`config.mk`:
```
export PLATFORM = sky130hd
export DESIGN_NAME = swu_top
export DESIGN_NICKNAME = d
export VERILOG_FILES = /design/src/verilog/swu_pkg.sv /design/src/verilog/swu_input_ctrl.sv /design/src/verilog/swu_line_buffer.sv /design/src/verilog/swu_output_stage.sv /design/src/verilog/swu_top.sv /design/src/verilog/swu_window_gen.sv
export SDC_FILE = /design/constraint.sdc
export NUM_CORES = 1
export LEC_CHECK = 0
export ABC_AREA = 1
export BUFFER_PORTS_ARGS = -buffer_cell sky130_fd_sc_hd__buf_2
export CELL_PAD_IN_SITES_DETAIL_PLACEMENT = 0
export CELL_PAD_IN_SITES_GLOBAL_PLACEMENT = 1
export CORE_AREA = 2 2 213 215
export DETAILED_ROUTE_END_ITERATION = 16
export DIE_AREA = 0 0 215 217
export GPL_TIMING_DRIVEN = 0
export PLACE_DENSITY = 0.95
export SYNTH_ARGS = -nofsm -noshare
export SYNTH_HDL_FRONTEND = slang
export SYNTH_SLANG_ARGS = --single-unit
```
`constraint.sdc`:
```
create_clock -name clk -period 6 [get_ports clk]
set_input_delay 0.3 -clock clk [delete_from_list [all_inputs] [get_ports clk]]
set_output_delay 0.3 -clock clk [all_outputs]
set_load 0.02 [all_outputs]
```
`src/verilog/swu_pkg.sv`:
```
package swu_pkg;

   //////////////////////////////////////////////////
   // input feature map and kernel geometry
   //////////////////////////////////////////////////
   localparam int SIMD          = 4;
   localparam int IP_PRECISION  = 4;
   localparam int IFM_CHANNELS  = 8;
   localparam int EFF_CHANNELS  = IFM_CHANNELS / SIMD;
   localparam int IFM_WIDTH     = 6;
   localparam int IFM_HEIGHT    = 6;
   localparam int KERNEL_WIDTH  = 3;
   localparam int KERNEL_HEIGHT = 3;
   localparam int STRIDE        = 1;
   localparam int OFM_WIDTH     = (IFM_WIDTH - KERNEL_WIDTH) / STRIDE + 1;
   localparam int OFM_HEIGHT    = (IFM_HEIGHT - KERNEL_HEIGHT) / STRIDE + 1;

   //////////////////////////////////////////////////
   // derived sizes
   //////////////////////////////////////////////////
   localparam int WORD_W          = SIMD * IP_PRECISION;
   localparam int ROW_WORDS       = IFM_WIDTH * EFF_CHANNELS;
   localparam int FRAME_WORDS     = ROW_WORDS * IFM_HEIGHT;
   localparam int WINDOW_WORDS    = KERNEL_WIDTH * KERNEL_HEIGHT * EFF_CHANNELS;
   localparam int OUT_FRAME_WORDS = OFM_WIDTH * OFM_HEIGHT * WINDOW_WORDS;
   // words between the first and the last element of one window, inclusive
   localparam int WINDOW_SPAN     = (KERNEL_HEIGHT - 1) * ROW_WORDS + KERNEL_WIDTH * EFF_CHANNELS;
   localparam int BUFFER_DEPTH    = 1 << $clog2(WINDOW_SPAN);
   localparam int BUF_ADDR_W      = $clog2(BUFFER_DEPTH);
   localparam int IDX_W           = $clog2(FRAME_WORDS) + 1;

   // window base steps, one output column and one output row
   localparam int COL_STEP = STRIDE * EFF_CHANNELS;
   localparam int ROW_STEP = STRIDE * ROW_WORDS;

   // window walk counter widths
   localparam int CH_CNT_W = (EFF_CHANNELS > 1) ? $clog2(EFF_CHANNELS) : 1;
   localparam int KW_CNT_W = (KERNEL_WIDTH > 1) ? $clog2(KERNEL_WIDTH) : 1;
   localparam int KH_CNT_W = (KERNEL_HEIGHT > 1) ? $clog2(KERNEL_HEIGHT) : 1;
   localparam int OC_CNT_W = (OFM_WIDTH > 1) ? $clog2(OFM_WIDTH) : 1;
   localparam int OR_CNT_W = (OFM_HEIGHT > 1) ? $clog2(OFM_HEIGHT) : 1;

   //////////////////////////////////////////////////
   // types
   //////////////////////////////////////////////////
   typedef logic [WORD_W-1:0]     word_t;
   typedef logic [IDX_W-1:0]      idx_t;
   // a buffer address is the low bits of an in-frame index
   typedef logic [BUF_ADDR_W-1:0] buf_addr_t;

endpackage

```
`src/verilog/swu_input_ctrl.sv`:
```
`timescale 1ns/1ps

module swu_input_ctrl (
   input  logic              clk,
   input  logic              resetn,
   // input stream
   input  swu_pkg::word_t    s_data_i,
   input  logic              s_valid_i,
   output logic              s_ready_o,
   // from the window generator
   input  swu_pkg::idx_t     win_start_i,
   input  logic              frame_done_i,
   output swu_pkg::idx_t     wr_count_o,
   // buffer write port
   output logic              wr_en_o,
   output swu_pkg::buf_addr_t wr_addr_o,
   output swu_pkg::word_t    wr_data_o
);
   import swu_pkg::*;

   idx_t wr_count;
   idx_t fill;
   logic frame_open;
   logic space_ok;
   logic s_hs;

   //////////////////////////////////////////////////
   // space rule
   //////////////////////////////////////////////////

   // words written ahead of the current window start
   assign fill = wr_count - win_start_i;

   // a new word reuses the entry BUFFER_DEPTH words back,
   // which is behind the window start while fill is below the depth
   assign space_ok   = fill < idx_t'(BUFFER_DEPTH);
   assign frame_open = wr_count < idx_t'(FRAME_WORDS);

   assign s_ready_o = frame_open && space_ok;
   assign s_hs      = s_valid_i && s_ready_o;

   //////////////////////////////////////////////////
   // buffer write
   //////////////////////////////////////////////////
   assign wr_en_o   = s_hs;
   assign wr_addr_o = wr_count[BUF_ADDR_W-1:0];
   assign wr_data_o = s_data_i;

   // frame write count, held at FRAME_WORDS until the last window is issued
   always_ff @(posedge clk) begin
      if (!resetn) begin
         wr_count <= '0;
      end else if (frame_done_i) begin
         wr_count <= '0;
      end else if (s_hs) begin
         wr_count <= wr_count + 1'b1;
      end
   end

   assign wr_count_o = wr_count;

endmodule

```
`src/verilog/swu_line_buffer.sv`:
```
`timescale 1ns/1ps

module swu_line_buffer (
   input  logic               clk,
   // write port, driven by the input control
   input  logic               wr_en_i,
   input  swu_pkg::buf_addr_t wr_addr_i,
   input  swu_pkg::word_t     wr_data_i,
   // read port, data one cycle after the request
   input  logic               rd_en_i,
   input  swu_pkg::buf_addr_t rd_addr_i,
   output swu_pkg::word_t     rd_data_o
);
   import swu_pkg::*;

   // circular storage indexed by the low bits of the frame index
   word_t mem [BUFFER_DEPTH];
   word_t rd_data;

   always_ff @(posedge clk) begin
      if (wr_en_i) begin
         mem[wr_addr_i] <= wr_data_i;
      end
   end

   // registered read, held while no read is requested
   always_ff @(posedge clk) begin
      if (rd_en_i) begin
         rd_data <= mem[rd_addr_i];
      end
   end

   assign rd_data_o = rd_data;

endmodule

```
`src/verilog/swu_output_stage.sv`:
```
`timescale 1ns/1ps

module swu_output_stage (
   input  logic           clk,
   input  logic           resetn,
   // read returning from the buffer
   input  logic           rd_en_i,
   input  swu_pkg::word_t rd_data_i,
   output logic           issue_ready_o,
   // output stream
   output swu_pkg::word_t m_data_o,
   output logic           m_valid_o,
   input  logic           m_ready_i
);
   import swu_pkg::*;

   logic       rd_pending;
   logic       out_valid;
   logic       skid_valid;
   word_t      out_data;
   word_t      skid_data;
   logic       out_load;
   logic [1:0] occupancy;

   //////////////////////////////////////////////////
   // occupancy and issue credit
   //////////////////////////////////////////////////

   // read data shows up one cycle after the request
   always_ff @(posedge clk) begin
      if (!resetn) begin
         rd_pending <= 1'b0;
      end else begin
         rd_pending <= rd_en_i;
      end
   end

   // words in flight plus words held, never more than two
   assign occupancy = {1'b0, rd_pending} + {1'b0, out_valid} + {1'b0, skid_valid};
   assign issue_ready_o = occupancy < 2'd2;

   // output register is free or empties this cycle
   assign out_load = !out_valid || m_ready_i;

   //////////////////////////////////////////////////
   // output and skid registers
   //////////////////////////////////////////////////
   always_ff @(posedge clk) begin
      if (!resetn) begin
         out_valid  <= 1'b0;
         skid_valid <= 1'b0;
      end else if (out_load) begin
         out_valid  <= skid_valid || rd_pending;
         skid_valid <= skid_valid && rd_pending;
      end else if (rd_pending) begin
         // output stalled, park the returning word
         skid_valid <= 1'b1;
      end
   end

   always_ff @(posedge clk) begin
      if (out_load) begin
         // skid word is older, it goes out first
         if (skid_valid) begin
            out_data <= skid_data;
         end else if (rd_pending) begin
            out_data <= rd_data_i;
         end
      end
      if (rd_pending && (!out_load || skid_valid)) begin
         skid_data <= rd_data_i;
      end
   end

   assign m_valid_o = out_valid;
   assign m_data_o  = out_data;

endmodule

```
`src/verilog/swu_top.sv`:
```
`timescale 1ns/1ps

module swu_top (
   input  logic           clk,
   input  logic           resetn,
   // input feature map stream
   input  swu_pkg::word_t s_data_i,
   input  logic           s_valid_i,
   output logic           s_ready_o,
   // window stream
   output swu_pkg::word_t m_data_o,
   output logic           m_valid_o,
   input  logic           m_ready_i
);
   import swu_pkg::*;

   // buffer write side
   logic      wr_en;
   buf_addr_t wr_addr;
   word_t     wr_data;
   idx_t      wr_count;

   // window walk
   idx_t      win_start;
   logic      frame_done;
   logic      rd_en;
   buf_addr_t rd_addr;
   word_t     rd_data;
   logic      issue_ready;

   swu_input_ctrl u_input_ctrl (
      .clk          (clk),
      .resetn       (resetn),
      .s_data_i     (s_data_i),
      .s_valid_i    (s_valid_i),
      .s_ready_o    (s_ready_o),
      .win_start_i  (win_start),
      .frame_done_i (frame_done),
      .wr_count_o   (wr_count),
      .wr_en_o      (wr_en),
      .wr_addr_o    (wr_addr),
      .wr_data_o    (wr_data)
   );

   swu_window_gen u_window_gen (
      .clk           (clk),
      .resetn        (resetn),
      .wr_count_i    (wr_count),
      .issue_ready_i (issue_ready),
      .rd_en_o       (rd_en),
      .rd_addr_o     (rd_addr),
      .win_start_o   (win_start),
      .frame_done_o  (frame_done)
   );

   swu_line_buffer u_line_buffer (
      .clk       (clk),
      .wr_en_i   (wr_en),
      .wr_addr_i (wr_addr),
      .wr_data_i (wr_data),
      .rd_en_i   (rd_en),
      .rd_addr_i (rd_addr),
      .rd_data_o (rd_data)
   );

   swu_output_stage u_output_stage (
      .clk           (clk),
      .resetn        (resetn),
      .rd_en_i       (rd_en),
      .rd_data_i     (rd_data),
      .issue_ready_o (issue_ready),
      .m_data_o      (m_data_o),
      .m_valid_o     (m_valid_o),
      .m_ready_i     (m_ready_i)
   );

endmodule

```
`src/verilog/swu_window_gen.sv`:
```
`timescale 1ns/1ps

module swu_window_gen (
   input  logic               clk,
   input  logic               resetn,
   input  swu_pkg::idx_t      wr_count_i,
   input  logic               issue_ready_i,
   // buffer read request
   output logic               rd_en_o,
   output swu_pkg::buf_addr_t rd_addr_o,
   // flow control back to the input side
   output swu_pkg::idx_t      win_start_o,
   output logic               frame_done_o
);
   import swu_pkg::*;

   // walk counters, innermost first
   logic [CH_CNT_W-1:0] ch_cnt;
   logic [KW_CNT_W-1:0] kw_cnt;
   logic [KH_CNT_W-1:0] kh_cnt;
   logic [OC_CNT_W-1:0] oc_cnt;
   logic [OR_CNT_W-1:0] or_cnt;

   // first word of the current window and of the current output row
   idx_t win_base;
   idx_t row_base;

   idx_t elem_off;
   idx_t rd_idx;
   logic avail;
   logic ch_wrap;
   logic kw_wrap;
   logic kh_wrap;
   logic oc_wrap;
   logic or_wrap;
   logic win_end;

   //////////////////////////////////////////////////
   // element index and issue
   //////////////////////////////////////////////////

   // offset inside the window in kernel row, kernel column, channel group order
   assign elem_off = idx_t'(kh_cnt) * idx_t'(ROW_WORDS)
                   + idx_t'(kw_cnt) * idx_t'(EFF_CHANNELS)
                   + idx_t'(ch_cnt);
   assign rd_idx   = win_base + elem_off;

   // the word must already be in the buffer
   assign avail = rd_idx < wr_count_i;

   assign rd_en_o   = avail && issue_ready_i;
   assign rd_addr_o = rd_idx[BUF_ADDR_W-1:0];

   assign ch_wrap = ch_cnt == CH_CNT_W'(EFF_CHANNELS - 1);
   assign kw_wrap = kw_cnt == KW_CNT_W'(KERNEL_WIDTH - 1);
   assign kh_wrap = kh_cnt == KH_CNT_W'(KERNEL_HEIGHT - 1);
   assign oc_wrap = oc_cnt == OC_CNT_W'(OFM_WIDTH - 1);
   assign or_wrap = or_cnt == OR_CNT_W'(OFM_HEIGHT - 1);

   // last element of a window leaves the issue stage this cycle
   assign win_end = rd_en_o && ch_wrap && kw_wrap && kh_wrap;

   assign frame_done_o = win_end && oc_wrap && or_wrap;
   assign win_start_o  = win_base;

   //////////////////////////////////////////////////
   // counters
   //////////////////////////////////////////////////
   always_ff @(posedge clk) begin
      if (!resetn) begin
         ch_cnt <= '0;
         kw_cnt <= '0;
         kh_cnt <= '0;
      end else if (rd_en_o) begin
         ch_cnt <= ch_wrap ? '0 : ch_cnt + 1'b1;
         if (ch_wrap) begin
            kw_cnt <= kw_wrap ? '0 : kw_cnt + 1'b1;
            if (kw_wrap) begin
               kh_cnt <= kh_wrap ? '0 : kh_cnt + 1'b1;
            end
         end
      end
   end

   // output pixel position and window base
   always_ff @(posedge clk) begin
      if (!resetn) begin
         oc_cnt   <= '0;
         or_cnt   <= '0;
         win_base <= '0;
         row_base <= '0;
      end else if (win_end) begin
         if (!oc_wrap) begin
            oc_cnt   <= oc_cnt + 1'b1;
            win_base <= win_base + idx_t'(COL_STEP);
         end else if (!or_wrap) begin
            oc_cnt   <= '0;
            or_cnt   <= or_cnt + 1'b1;
            row_base <= row_base + idx_t'(ROW_STEP);
            win_base <= row_base + idx_t'(ROW_STEP);
         end else begin
            // frame complete, start over at the first window
            oc_cnt   <= '0;
            or_cnt   <= '0;
            row_base <= '0;
            win_base <= '0;
         end
      end
   end

endmodule
```
==> results of run 1 <==
==> cells by family (layout without fill, tap and decap cells) <==
logic type	count (synthesis)	count (layout)
buf+inv	189	356
simple gates	683	683
compound gates	488	488
fa+ha+maj	38	38
flops	596	596
xor+xnor	15	15
==> sequential cells by signal (all words and copies together) (netlist names), 8 cells and up <==
register,cells
u_input_ctrl.wr_count_o,8
u_line_buffer.rd_data_o,16
u_output_stage.m_data_o,16
u_window_gen.row_base,8
u_line_buffer.mem,512
u_output_stage.skid_data,16
u_window_gen.win_start_o,8
==> layer usage <==
layer | GRT usage, % | up-vias | routed length [um]
met5 | 0 | - | 0
met4 | 13.22 | 0 | 3180
met3 | 6.136 | 210 | 7577
met2 | 45.35 | 1085 | 30860
met1 | 37.44 | 8265 | 24260
li1 | - | 7564 | -
==> placed cells by master, fill, tap and decap left out, types with 4 or more instances in the layout <==
| master | count |
|---|---|
| buf_2 | 65 |
| a21oi_1 | 54 |
| nand2_2 | 5 |
| inv_2 | 5 |
| buf_6 | 24 |
| nor3_1 | 5 |
| bufinv_16 | 5 |
| dfxtp_1 | 36 |
| xor2_1 | 9 |
| clkinv_2 | 11 |
| inv_1 | 58 |
| xnor2_1 | 4 |
| nor2_2 | 5 |
| nand2_1 | 249 |
| o21ai_1 | 16 |
| buf_8 | 4 |
| nand3_1 | 77 |
| ha_1 | 37 |
| edfxtp_1 | 560 |
| buf_1 | 9 |
| nor2_1 | 294 |
| clkbuf_1 | 80 |
| nor3_2 | 27 |
| o221ai_1 | 32 |
| o22ai_1 | 97 |
| nand4_1 | 8 |
| clkinv_1 | 20 |
| buf_4 | 9 |
| o21ai_0 | 284 |
| clkbuf_16 | 57 |
==> where the power goes <==
group          internal [mW]  switching [mW]  total [mW]
Sequential              4.83          0.0704        4.90
Combinational          0.764            2.21        2.97
Clock                   1.95            1.52        3.47
Total                   7.55            3.80        11.3
==> area by class of cell <==
cell class	instances	area (um^2)	area share [%]
Clock buffer	64	1453	5.247
Tap cell	600	750.7	2.711
Sequential cell	596	17540	63.34
Clock inverter	37	332.8	1.202
Multi-Input combinational cell	1224	6307	22.78
Inverter	68	255.2	0.9219
Timing Repair Buffer	66	519.2	1.875
Buffer	121	531.8	1.921
==> how the worst min path moves through the flow <==
stage,from,to,slack (ns),cells past startpoint
after detailed placement,u_line_buffer.rd_data_o[5]$_DFFE_PN_,u_output_stage.skid_data[5]$_DFFE_PP_,0.44,0
after CTS,s_valid_i,u_input_ctrl.wr_count_o[5]$_SDFFE_PP0P_,0.05,3
after floorplan,s_data_i[0],u_line_buffer.mem[0][0]$_DFFE_PP_,0.40,0
after global placement,u_window_gen.row_base[0]$_SDFFE_PN0P_,u_window_gen.row_base[0]$_SDFFE_PN0P_,0.43,2
after global routing,s_valid_i,u_input_ctrl.wr_count_o[6]$_SDFFE_PP0P_,0.08,3
final,s_valid_i,u_input_ctrl.wr_count_o[6]$_SDFFE_PP0P_,0.07,3
==> worst max-delay path: cells and delay by family, from the launching register on <==
kind / cells / cell delay [ns]
adder cells (fa/ha/maj): 4 / 1.16
AND/OR/NAND/NOR: 6 / 0.96
buffers and inverters: 4 / 0.71
AO/OA/AOI/OAI: 4 / 0.54
XOR/XNOR: 1 / 0.46
flip-flops: 1 / 0.39
==> per-stage QoR <==
step	setup slack, ns	utilization [%]	instances
floorplan	2.443	-	2009
global placement	1.407	56.85	2644
detailed placement	1.702	57.92	2674
CTS	1.694	61.93	2776
global route	1.345	61.94	2776
finish	1.652	61.94	2776
==> summary.txt, run 1 <==
Drt
  – DR iter-0 viols: 2512
  – Vias: 17120
  – Vias per std cell: 6.169
  – DRC viols: 0
  – Final wirelength: 65.87 mm
  – Wire per inst: 23.73 um
  – Post-route ant nets: 0
  – Drt pass-1 iters: 6

Yosys
  – Post-synth top area share: 68.68%
  – Post-synth top flop: edfxtp_1
  – Yosys top cell by area: edfxtp_1
  – Seq/Total Area, Yosys: 71.63%
  – Mux share of post-synthesis cell area: 0%
  – Most frequent cells after synthesis: 560 x edfxtp_1, 297 x nor2_1, 284 x o21ai_0
  – #FFs+latches synth: 596
  – Main combinational cell family by area after synthesis: simple AND/OR/NAND/NOR gates
  – Synth area leaders: edfxtp_1 69%, o21ai_0 5.8%, nor2_1 4.6%
  – Synthesized net count: 2067
  – Most frequent cell after synthesis: edfxtp_1
  – Cell variety after synth: 42
  – Mapped cell area: 24480 um^2
  – Synthesized area per cell: 12.19 um^2
  – Simple-Gate Fraction of Synth Area: 11.58%
  – EDFF count, synth: 560
  – Synth Area in XOR/XNOR: 0.5979%
  – Post-Synth Adder-Cell Area: 1.973%
  – Complex-gate fraction of the synthesized area: 11.01%
  – Gate Count Post-Synth: 2009
  – Ys async rst share: 0%
  – Warnings from Yosys: 0

STA
  – Pins Over Slew Limit: 0
  – RSZ-0062 raised after global routing: false
  – Final Skew: 0.01976 ns
  – # setup viols final: 0
  – Worst hold margin: 0.06857 ns
  – Final count of hold timing violations: 0
  – Relative slew slack: 19.48%
  – Worst slew pin tran: 1.203 ns
  – Crit path time final: 4.348 ns
  – Setup TNS: 0 ns
  – Final Cycle Share: 72.46%
  – FMAX: 0.2300 GHz

Setup path
  – CP Cell Sequence: inv_1, ha_1, ha_1, ha_1, a21oi_1, o21ai_2, xor2_2, inv_2, buf_2, ha_1, a21oi_1, nor2_1, nor2_1, nand3_2, nor2_4, nand3_1, nand2_1, buf_4, a21oi_1
  – CP max stage cell: xor2_2
  – Critical Path AT: 4.84 ns
  – FF-to-FF path depth: 19
  – Crit path kind: reg -> reg
  – Critical path endpoint category: register
  – Crit path required time: 6.49 ns
  – Crit start category: register
  – CP endpoint: u_input_ctrl.wr_count_o[3]$_SDFFE_PP0P_
  – Crit-path max FO: 10
  – CP most frequent cell: ha_1
  – Crit. Startpoint: u_window_gen.kh_cnt[0]$_SDFFE_PN0P_
  – R2R Path Start: u_window_gen.kh_cnt[0]$_SDFFE_PN0P_
  – R2r endpoint: u_input_ctrl.wr_count_o[3]$_SDFFE_PP0P_
  – Crit-path max cell delay: 0.46 ns
  – R2R Setup Slk: 1.65 ns

Clock tree
  – Root buf cell: clkbuf_16
  – CTS max path bufs: 3
  – Worst-path clk slew: 0.06 ns
  – Clk_lat worst skew: 0.61 ns
  – Post-CTS Resized: 0
  – Post-CTS Setup Inserts: 0
  – Clk sinks: 596
  – CTS tree: built
  – Hold_buf cts: 1
  – CTS HTree Levels: 2
  – Cts bufs inserted: 56

Job
  – Max-cap viol count: 0

Placed design
  – Buffers on Ports: 35
  – Final GP Congestion: 0.9410
  – Hpwl dp: 42.94 mm
  – Placed Area: 25890 um^2

Pwr
  – Tot Pwr: 11.34 mW
  – Power Density: 409.7 nW/um^2
  – Leakage Power: 9.378 nW
  – Max IR drop VDD: 262.4 uV

Global routing
  – First-pass GRT wire length: 99.30 mm
  – Vias in the first global route: 16680
  – Initial antenna violation count: 0
  – GR Overflow Total: 0
  – Largest net degree at the start of global routing: 33
  – GR Util All Layers: 28.33%

Die
  – Starting Density: 54.78%
  – Die Y: 217 um
  – DIE WIDTH: 215 um
  – Die ar.: 46660 um^2
  – Top-level I/O count: 38
  – Num rows: 78
  – Core area: 44700 um^2

Finish
  – Share of cells above drive strength 1: 11.03%
  – Nets: 2191
  – Area delta synth->final: 13.08%
  – Layout fillers: 3344
  – Design Area, Final: 27690 um^2
  – Number of antenna diodes: 0

Status
  – Outcome: finished clean

Worst hold path
  – Hold WC Path Type: in -> reg
No activity file was read; power rests on OpenSTA's default activity.
==> run 2, diff against run 1 <==
Settings changed: CORE_AREA 2 2 213 215 to 2 2 232 234, DIE_AREA 0 0 215 217 to 0 0 234 236, PLACE_DENSITY 0.95 to 0.86.
Clock period 6 ns to 3.9 ns, I/O delays scaled along.
==> summary.txt, run 2 (synthesis results as in run 1) <==
Finish
  – Nets: 2197 (+0.27%)
  – Finished Layout Cells: 2881 (+3.8%)
  – Most flop-heavy register: u_line_buffer.mem
  – Final core utilization: 52.96% (-9.0 points)
  – Layout fillers: 4239 (+27%)
  – Number of antenna diodes: 0 (unchanged)
  – Largest register FFs: 512 (unchanged)
  – Commonest cells after routing, fill and taps aside: 560 x edfxtp_1, 292 x nor2_1, 284 x o21ai_0, 248 x nand2_1, 97 x o22ai_1
  – Most common cell after layout, fill and taps aside: edfxtp_1
  – Area delta synth->final: 14.79%
  – Share of cells above drive strength 1: 11.95% (+0.92 points)

Die
  – DIE WIDTH: 234 um (+8.8%)
  – Core area: 53070 um^2 (+19%)
  – Die Y: 236 um (+8.8%)
  – Top-level I/O count: 38 (unchanged)
  – Num rows: 85 (+9.0%)
  – Die ar.: 55220 um^2 (+18%)
  – Starting Density: 46.13% (-8.6 points)

Clock tree
  – CTS max path bufs: 3 (unchanged)
  – CTS tree: built
  – Cts bufs inserted: 56 (unchanged)
  – Worst-path clk slew: 0.06 ns (about the same)
  – Clk sinks: 596 (unchanged)
  – Clk_lat worst skew: 0.64 ns (+0.03 ns)
  – Root buf cell: clkbuf_16
  – CTS HTree Levels: 2 (unchanged)

Setup path
  – FF-to-FF path depth: 18 (-1)
  – CP Cell Sequence: inv_1, ha_1, ha_1, ha_4, nand2_1, o21ai_4, xor2_4, inv_2, ha_1, a21oi_1, nor2_1, nor2_2, nand3_2, nor2_4, nand3_1, nand2_2, buf_6, nor2_1
  – CP delay by family, top: adder cells
  – Worst path depth: 18 (-1)
  – Crit path kind: reg -> reg
  – Crit start category: register
  – Crit-path max cell delay: 0.36 ns (-0.10 ns)
  – Crit-path max FO: 17 (+7)
  – Critical Path AT: 4.21 ns (-0.63 ns)
  – CP max stage cell: dfxtp_2
  – CP most frequent cell: ha_1
  – WP buf/inv: 3 (-1)
  – Crit path required time: 4.40 ns (-2.09 ns)
  – Critical path endpoint category: register

Drt
  – Vias per std cell: 5.886 (-4.6%)
  – Post-route ant nets: 0 (unchanged)
  – DRC viols: 0 (unchanged)
  – Vias: 16960 (-0.96%)
  – Final wirelength: 66.14 mm (+0.41%)
  – Drt pass-1 iters: 5 (-1)
  – Wire per inst: 22.96 um (-3.3%)
  – DR iter-0 viols: 2416 (-3.8%)

Pwr
  – Switching share of power: 33.19% (-0.29 points)
  – Leakage Power: 9.465 nW (+0.93%)
  – Pint: 11.95 mW (+58%)
  – Max IR drop VDD: 401.0 uV (+53%)
  – Power Density: 636.3 nW/um^2 (+55%)
  – Sequential Power Share: 42.1% (-1.1 points)
  – Comb pwr share: 26.1% (about the same)
  – Sw power: 5.936 mW (+56%)
  – Clock network power share: 31.7% (+1.1 points)

Global routing
  – GR Util All Layers: 24.14% (-4.2 points)
  – Largest net degree at the start of global routing: 33 (unchanged)
  – GR Overflow Total: 0 (unchanged)
  – Vias in the first global route: 16520 (-0.97%)
  – Initial antenna violation count: 0 (unchanged)
  – First-pass GRT wire length: 99.72 mm (+0.42%)

STA
  – Final count of hold timing violations: 0 (unchanged)
  – Worst hold margin: 0.1424 ns (+0.07379 ns)
  – FMAX: 0.2692 GHz (+17%)
  – Final Skew: 0.03092 ns (+0.01117 ns)
  – # setup viols final: 0 (unchanged)
  – Pins Over Slew Limit: 0 (unchanged)
  – Relative slew slack: 18.63% (-0.85 points)
  – Final Cycle Share: 95.24% (+23 points)
  – Crit path time final: 3.714 ns (-0.6333 ns)
  – Final worst slack: 0.1856 ns (-1.467 ns)
  – Worst slew pin tran: 1.216 ns (+0.01263 ns)
  – Setup TNS: 0 ns (unchanged)

Placed design
  – Hpwl dp: 43.26 mm (+0.76%)
  – Post-Place Setup Slack: -0.4116 ns (-2.114 ns)
  – Placed insts: 2769 (+3.6%)
  – Buffers on Ports: 35 (unchanged)
  – Final GP Congestion: 0.9508 (+1.0%)

Status
  – Outcome: finished clean

Job
  – Max-cap viol count: 0 (unchanged)

Worst hold path
  – Hold WC Path Type: in -> reg
  – Hold depth: 1 (-2)
run 2: metrics by stage:
step / power (mW) / area (um^2)
after global routing: 18.51 / 28110
after global placement: 11.97 / 25530
after detailed placement: 12.12 / 26020
after CTS: 17.72 / 28000
after floorplan: 10.24 / 24480
final: 17.88 / 28110
run 2: worst register-to-register path, stage by stage, from the launching register on:
cell     delay (ns)
dfxtp_2        0.36
inv_1          0.09
ha_1           0.31
ha_1           0.35
ha_4           0.31
nand2_1        0.09
o21ai_4        0.23
xor2_4         0.23
inv_2          0.17
ha_1           0.23
a21oi_1        0.14
nor2_1         0.06
nor2_2         0.23
nand3_2        0.18
nor2_4         0.21
nand3_1        0.11
nand2_2        0.11
buf_6          0.16
nor2_1         0.05
run 2: final timing paths:
kind                                         startpoint                                    end  slack, ns
hold reg to reg   u_window_gen.row_base[1]$_SDFFE_PN0P_  u_window_gen.row_base[1]$_SDFFE_PN0P_       0.44
setup / recovery    u_window_gen.kh_cnt[0]$_SDFFE_PN0P_    u_window_gen.or_cnt[0]$_SDFFE_PN0P_       0.19
hold / removal                             s_data_i[15]    u_line_buffer.mem[19][15]$_DFFE_PP_       0.14
setup reg to reg    u_window_gen.kh_cnt[0]$_SDFFE_PN0P_    u_window_gen.or_cnt[0]$_SDFFE_PN0P_       0.19
run 2: cell type report:
| type | count | area, um^2 | area share [%] |
|---|---|---|---|
| buffer | 119 | 530.5 | 1.888 |
| timing repair buffer | 74 | 611.8 | 2.177 |
| sequential | 596 | 17540 | 62.40 |
| inverter | 68 | 259.0 | 0.9215 |
| clock buffer | 67 | 1464 | 5.209 |
| tap | 696 | 870.8 | 3.098 |
| multi-input combinational | 1224 | 6387 | 22.73 |
| clock inverter | 37 | 442.9 | 1.576 |
run 2: power groups by stage:
stage	Clock (mW)	Sequential (mW)	Combinational (mW)
2_1_floorplan	0	7.69	2.55
3_3_place_gp	0	7.67	4.30
3_5_place_dp	0	7.68	4.44
4_1_cts	5.69	7.54	4.48
5_1_grt	5.95	7.56	4.99
6_report	5.67	7.54	4.67
run 2: timing repair:
action,4_1_cts,5_1_grt
hold endpoints to repair,10,0
setup endpoints to repair,47,40
gates resized for setup,7,14
setup buffers,2,5
pin swaps,2,5
hold buffers,3,0
run 2: routing by layer:
layer | routed length [um] | track usage, %
met2 | 30660 | 37.71
met3 | 6113 | 4.147
met5 | 0 | 0
met1 | 25970 | 32.60
met4 | 3395 | 12.12
==> run 3, diff against run 2 <==
Settings changed: ABC_AREA 1 to not set, CORE_AREA 2 2 232 234 to 2 2 225 227, DIE_AREA 0 0 234 236 to 0 0 227 229, PLACE_DENSITY 0.86 to 0.85.
==> summary.txt, run 3 <==
Yosys
  – Post-synth top flop: edfxtp_1
  – #FFs+latches synth: 596 (unchanged)
  – Ys async rst share: 0% (unchanged)
  – Synth area leaders: edfxtp_1 70%, mux4_2 12%, dfxtp_1 3.0%
  – Gate Count Post-Synth: 1300 (-35%)
  – Synthesized net count: 1358 (-34%)
  – Post-synth top area share: 70.26% (+1.6 points)
  – Most frequent cell after synthesis: edfxtp_1
  – Most frequent cells after synthesis: 560 x edfxtp_1, 128 x mux4_2, 120 x nor2_1
  – EDFF count, synth: 560 (unchanged)
  – Seq/Total Area, Yosys: 73.27% (+1.6 points)
  – Synthesized area per cell: 18.41 um^2 (+51%)
  – Warnings from Yosys: 0 (unchanged)
  – Yosys top cell by area: edfxtp_1
  – Mapped cell area: 23930 um^2 (-2.2%)
  – Cell variety after synth: 60 (+43%)

Drt
  – Vias: 12750 (-25%)
  – Vias per std cell: 5.910 (+0.39%)
  – Wire per inst: 25.43 um (+11%)
  – Final wirelength: 54.85 mm (-17%)
  – Post-route ant nets: 0 (unchanged)
  – Drt pass-1 iters: 5 (unchanged)
  – DRC viols: 0 (unchanged)
  – DR iter-0 viols: 1432 (-41%)

Setup path
  – CP endpoint: u_line_buffer.rd_data_o[7]$_DFFE_PN_
  – CP max stage cell: a21oi_1
  – Crit. Startpoint: u_window_gen.kh_cnt[0]$_SDFFE_PN0P_
  – Crit-path max cell delay: 0.83 ns (+0.47 ns)
  – CP delay by family, top: compound AO/OA/AOI/OAI gates
  – CP most frequent cell: ha_4
  – Crit-path max FO: 10 (-7)
  – WP buf/inv: 3 (unchanged)
  – R2r endpoint: u_line_buffer.rd_data_o[7]$_DFFE_PN_
  – Critical Path AT: 4.23 ns (+0.02 ns)
  – CP Cell Sequence: inv_4, ha_4, ha_4, ha_4, buf_4, o21a_1, or3_1, a21oi_1, clkbuf_1, a32oi_1, o221a_2
  – R2R Path Start: u_window_gen.kh_cnt[0]$_SDFFE_PN0P_
  – FF-to-FF path depth: 11 (-7)
  – Crit path required time: 4.26 ns (-0.14 ns)
  – Critical path endpoint category: register
  – Crit path kind: reg -> reg
  – Crit start category: register
  – Worst path depth: 11 (-7)
  – R2R Setup Slk: 0.03 ns (-0.15 ns)

Die
  – DIE WIDTH: 227 um (-3.0%)
  – Die ar.: 51980 um^2 (-5.9%)
  – Die Y: 229 um (-3.0%)
  – Num rows: 82 (-3.5%)
  – Starting Density: 48.20% (+2.1 points)
  – Core area: 49660 um^2 (-6.4%)
  – Top-level I/O count: 38 (unchanged)

STA
  – Worst hold margin: 0.1209 ns (-0.02148 ns)
  – Final Cycle Share: 99.18% (+3.9 points)
  – FMAX: 0.2585 GHz (-4.0%)
  – RSZ-0062 raised after global routing: true
  – Worst slew pin tran: 1.128 ns (-0.08795 ns)
  – Final Skew: 0.02647 ns (-0.004454 ns)
  – # setup viols final: 0 (unchanged)
  – Final count of hold timing violations: 0 (unchanged)
  – Pins Over Slew Limit: 0 (unchanged)
  – Relative slew slack: 24.52% (+5.9 points)
  – Crit path time final: 3.868 ns (+0.1536 ns)

Finish
  – Share of cells above drive strength 1: 29.36% (+17 points)
  – Final core utilization: 55.97% (+3.0 points)
  – Nets: 1500 (-32%)
  – Design Area, Final: 27790 um^2 (-1.1%)
  – Largest register FFs: 512 (unchanged)
  – Number of antenna diodes: 0 (unchanged)
  – Most common cell after layout, fill and taps aside: edfxtp_1
  – Most flop-heavy register: u_line_buffer.mem
  – Commonest cells after routing, fill and taps aside: 560 x edfxtp_1, 128 x mux4_2, 95 x nand2_1, 86 x nor2_1, 57 x clkbuf_16
  – Area delta synth->final: 16.12%

Pwr
  – Switching share of power: 24.96% (-8.2 points)
  – Tot Pwr: 14.83 mW (-17%)
  – Clock network power share: 34.7% (+3.0 points)
  – Comb pwr share: 15.9% (-10 points)
  – Max IR drop VDD: 419.1 uV (+4.5%)
  – Sequential Power Share: 49.5% (+7.4 points)
  – Leakage Power: 9.148 nW (-3.4%)
  – Pint: 11.13 mW (-6.9%)
  – Sw power: 3.701 mW (-38%)
  – Power Density: 533.5 nW/um^2 (-16%)

Global routing
  – GR Overflow Total: 0 (unchanged)
  – Vias in the first global route: 12840 (-22%)
  – Most Crowded Layer GR: met2
  – Initial antenna violation count: 0 (unchanged)
  – First-pass GRT wire length: 81.38 mm (-18%)
  – Largest net degree at the start of global routing: 33 (unchanged)
  – GR Util All Layers: 21.40% (-2.7 points)
  – Global-route track usage on met2: 35.11% (-2.6 points)
  – M3 GR Usage: 4.003% (-0.14 points)
  – GR Layer Usage met1: 29.51% (-3.1 points)

Clock tree
  – Root buf cell: clkbuf_16
  – Clk sinks: 596 (unchanged)
  – Worst-path clk slew: 0.06 ns (about the same)
  – Clk_lat worst skew: 0.62 ns (-0.02 ns)
  – Cts bufs inserted: 56 (unchanged)
  – CTS HTree Levels: 2 (unchanged)
  – CTS tree: built
  – CTS max path bufs: 3 (unchanged)

Status
  – Outcome: finished clean

Worst hold path
  – Hold WC Path Type: in -> reg
  – Hold_sp: s_data_i[14]

Placed design
  – Buffers on Ports: 37 (+5.7%)
  – Final GP Congestion: 0.8157 (-14%)
  – Hpwl dp: 34.19 mm (-21%)
  – Placed Area: 25350 um^2 (-2.6%)

Job
  – Max-cap viol count: 0 (unchanged)
[run 3: layout make-up]
cell class | count | area [um^2]
timing repair buffer | 86 | 839.6
clock inverter | 26 | 225.2
multi-input combinational | 615 | 6446
buffer | 54 | 265.3
tap | 672 | 840.8
inverter | 33 | 126.4
clock buffer | 75 | 1503
sequential | 596 | 17550
fill | 3690 | 21870
[run 3: cells by family (layout without fill, tap and decap cells)]
| family | Yosys count | after routing | share of synthesized area, % |
|---|---|---|---|
| XOR/XNOR | 12 | 12 | 0.4705 |
| AO/OA/AOI/OAI | 116 | 116 | 3.759 |
| multiplexers | 174 | 174 | 14.05 |
| flip-flops | 596 | 596 | 73.27 |
| AND/OR/NAND/NOR | 275 | 275 | 4.888 |
| buffers and inverters | 89 | 274 | 1.542 |
| adder cells (fa/ha/maj) | 38 | 38 | 2.018 |
[run 3: stage by stage]
step,TNS [ns],worst slack [ns],std cells
after global routing,-6.816,-0.1360,2157
after CTS,-13.90,-0.1334,2139
final,0,0.03203,2157
after floorplan,0,0.06848,1300
after detailed placement,-156.86,-0.9674,2029
after global placement,-319.23,-0.9411,2009
[run 3: how the worst min path moves through the flow]
stage / endpoint / slack [ns] / depth (start not counted)
floorplan: u_line_buffer.mem[0][0]$_DFFE_PP_ / 0.29 / 0
global placement: u_window_gen.row_base[1]$_SDFFE_PN0P_ / 0.42 / 2
detailed placement: u_window_gen.row_base[1]$_SDFFE_PN0P_ / 0.42 / 2
CTS: u_line_buffer.mem[24][14]$_DFFE_PP_ / 0.09 / 1
global route: u_line_buffer.mem[24][14]$_DFFE_PP_ / 0.13 / 1
finish: u_line_buffer.mem[24][14]$_DFFE_PP_ / 0.12 / 1
[run 3: power by group through the flow]
stage | logic (mW) | clock network [mW] | registers (mW)
after global routing | 2.50 | 5.45 | 7.36
final | 2.35 | 5.14 | 7.34
after CTS | 2.32 | 5.20 | 7.34
after floorplan | 1.46 | 0 | 7.50
after detailed placement | 2.23 | 0 | 7.48
after global placement | 2.18 | 0 | 7.47
[run 3: what timing repair did]
item | in CTS | in global routing
hold buffers | 3 | 0
gates resized for setup | 46 | 44
hold endpoints to repair | 8 | 0
setup buffers | 6 | 18
endpoints found under the setup margin | 439 | 321
pin swaps | 11 | 20
gates cloned | 1 | 1
[run 3: layer usage]
layer / vias up / wire [um]
li1: 5479 / -
met1: 6600 / 21620
met2: 585 / 27340
met3: 83 / 4518
met4: 0 / 1371
met5: - / 0
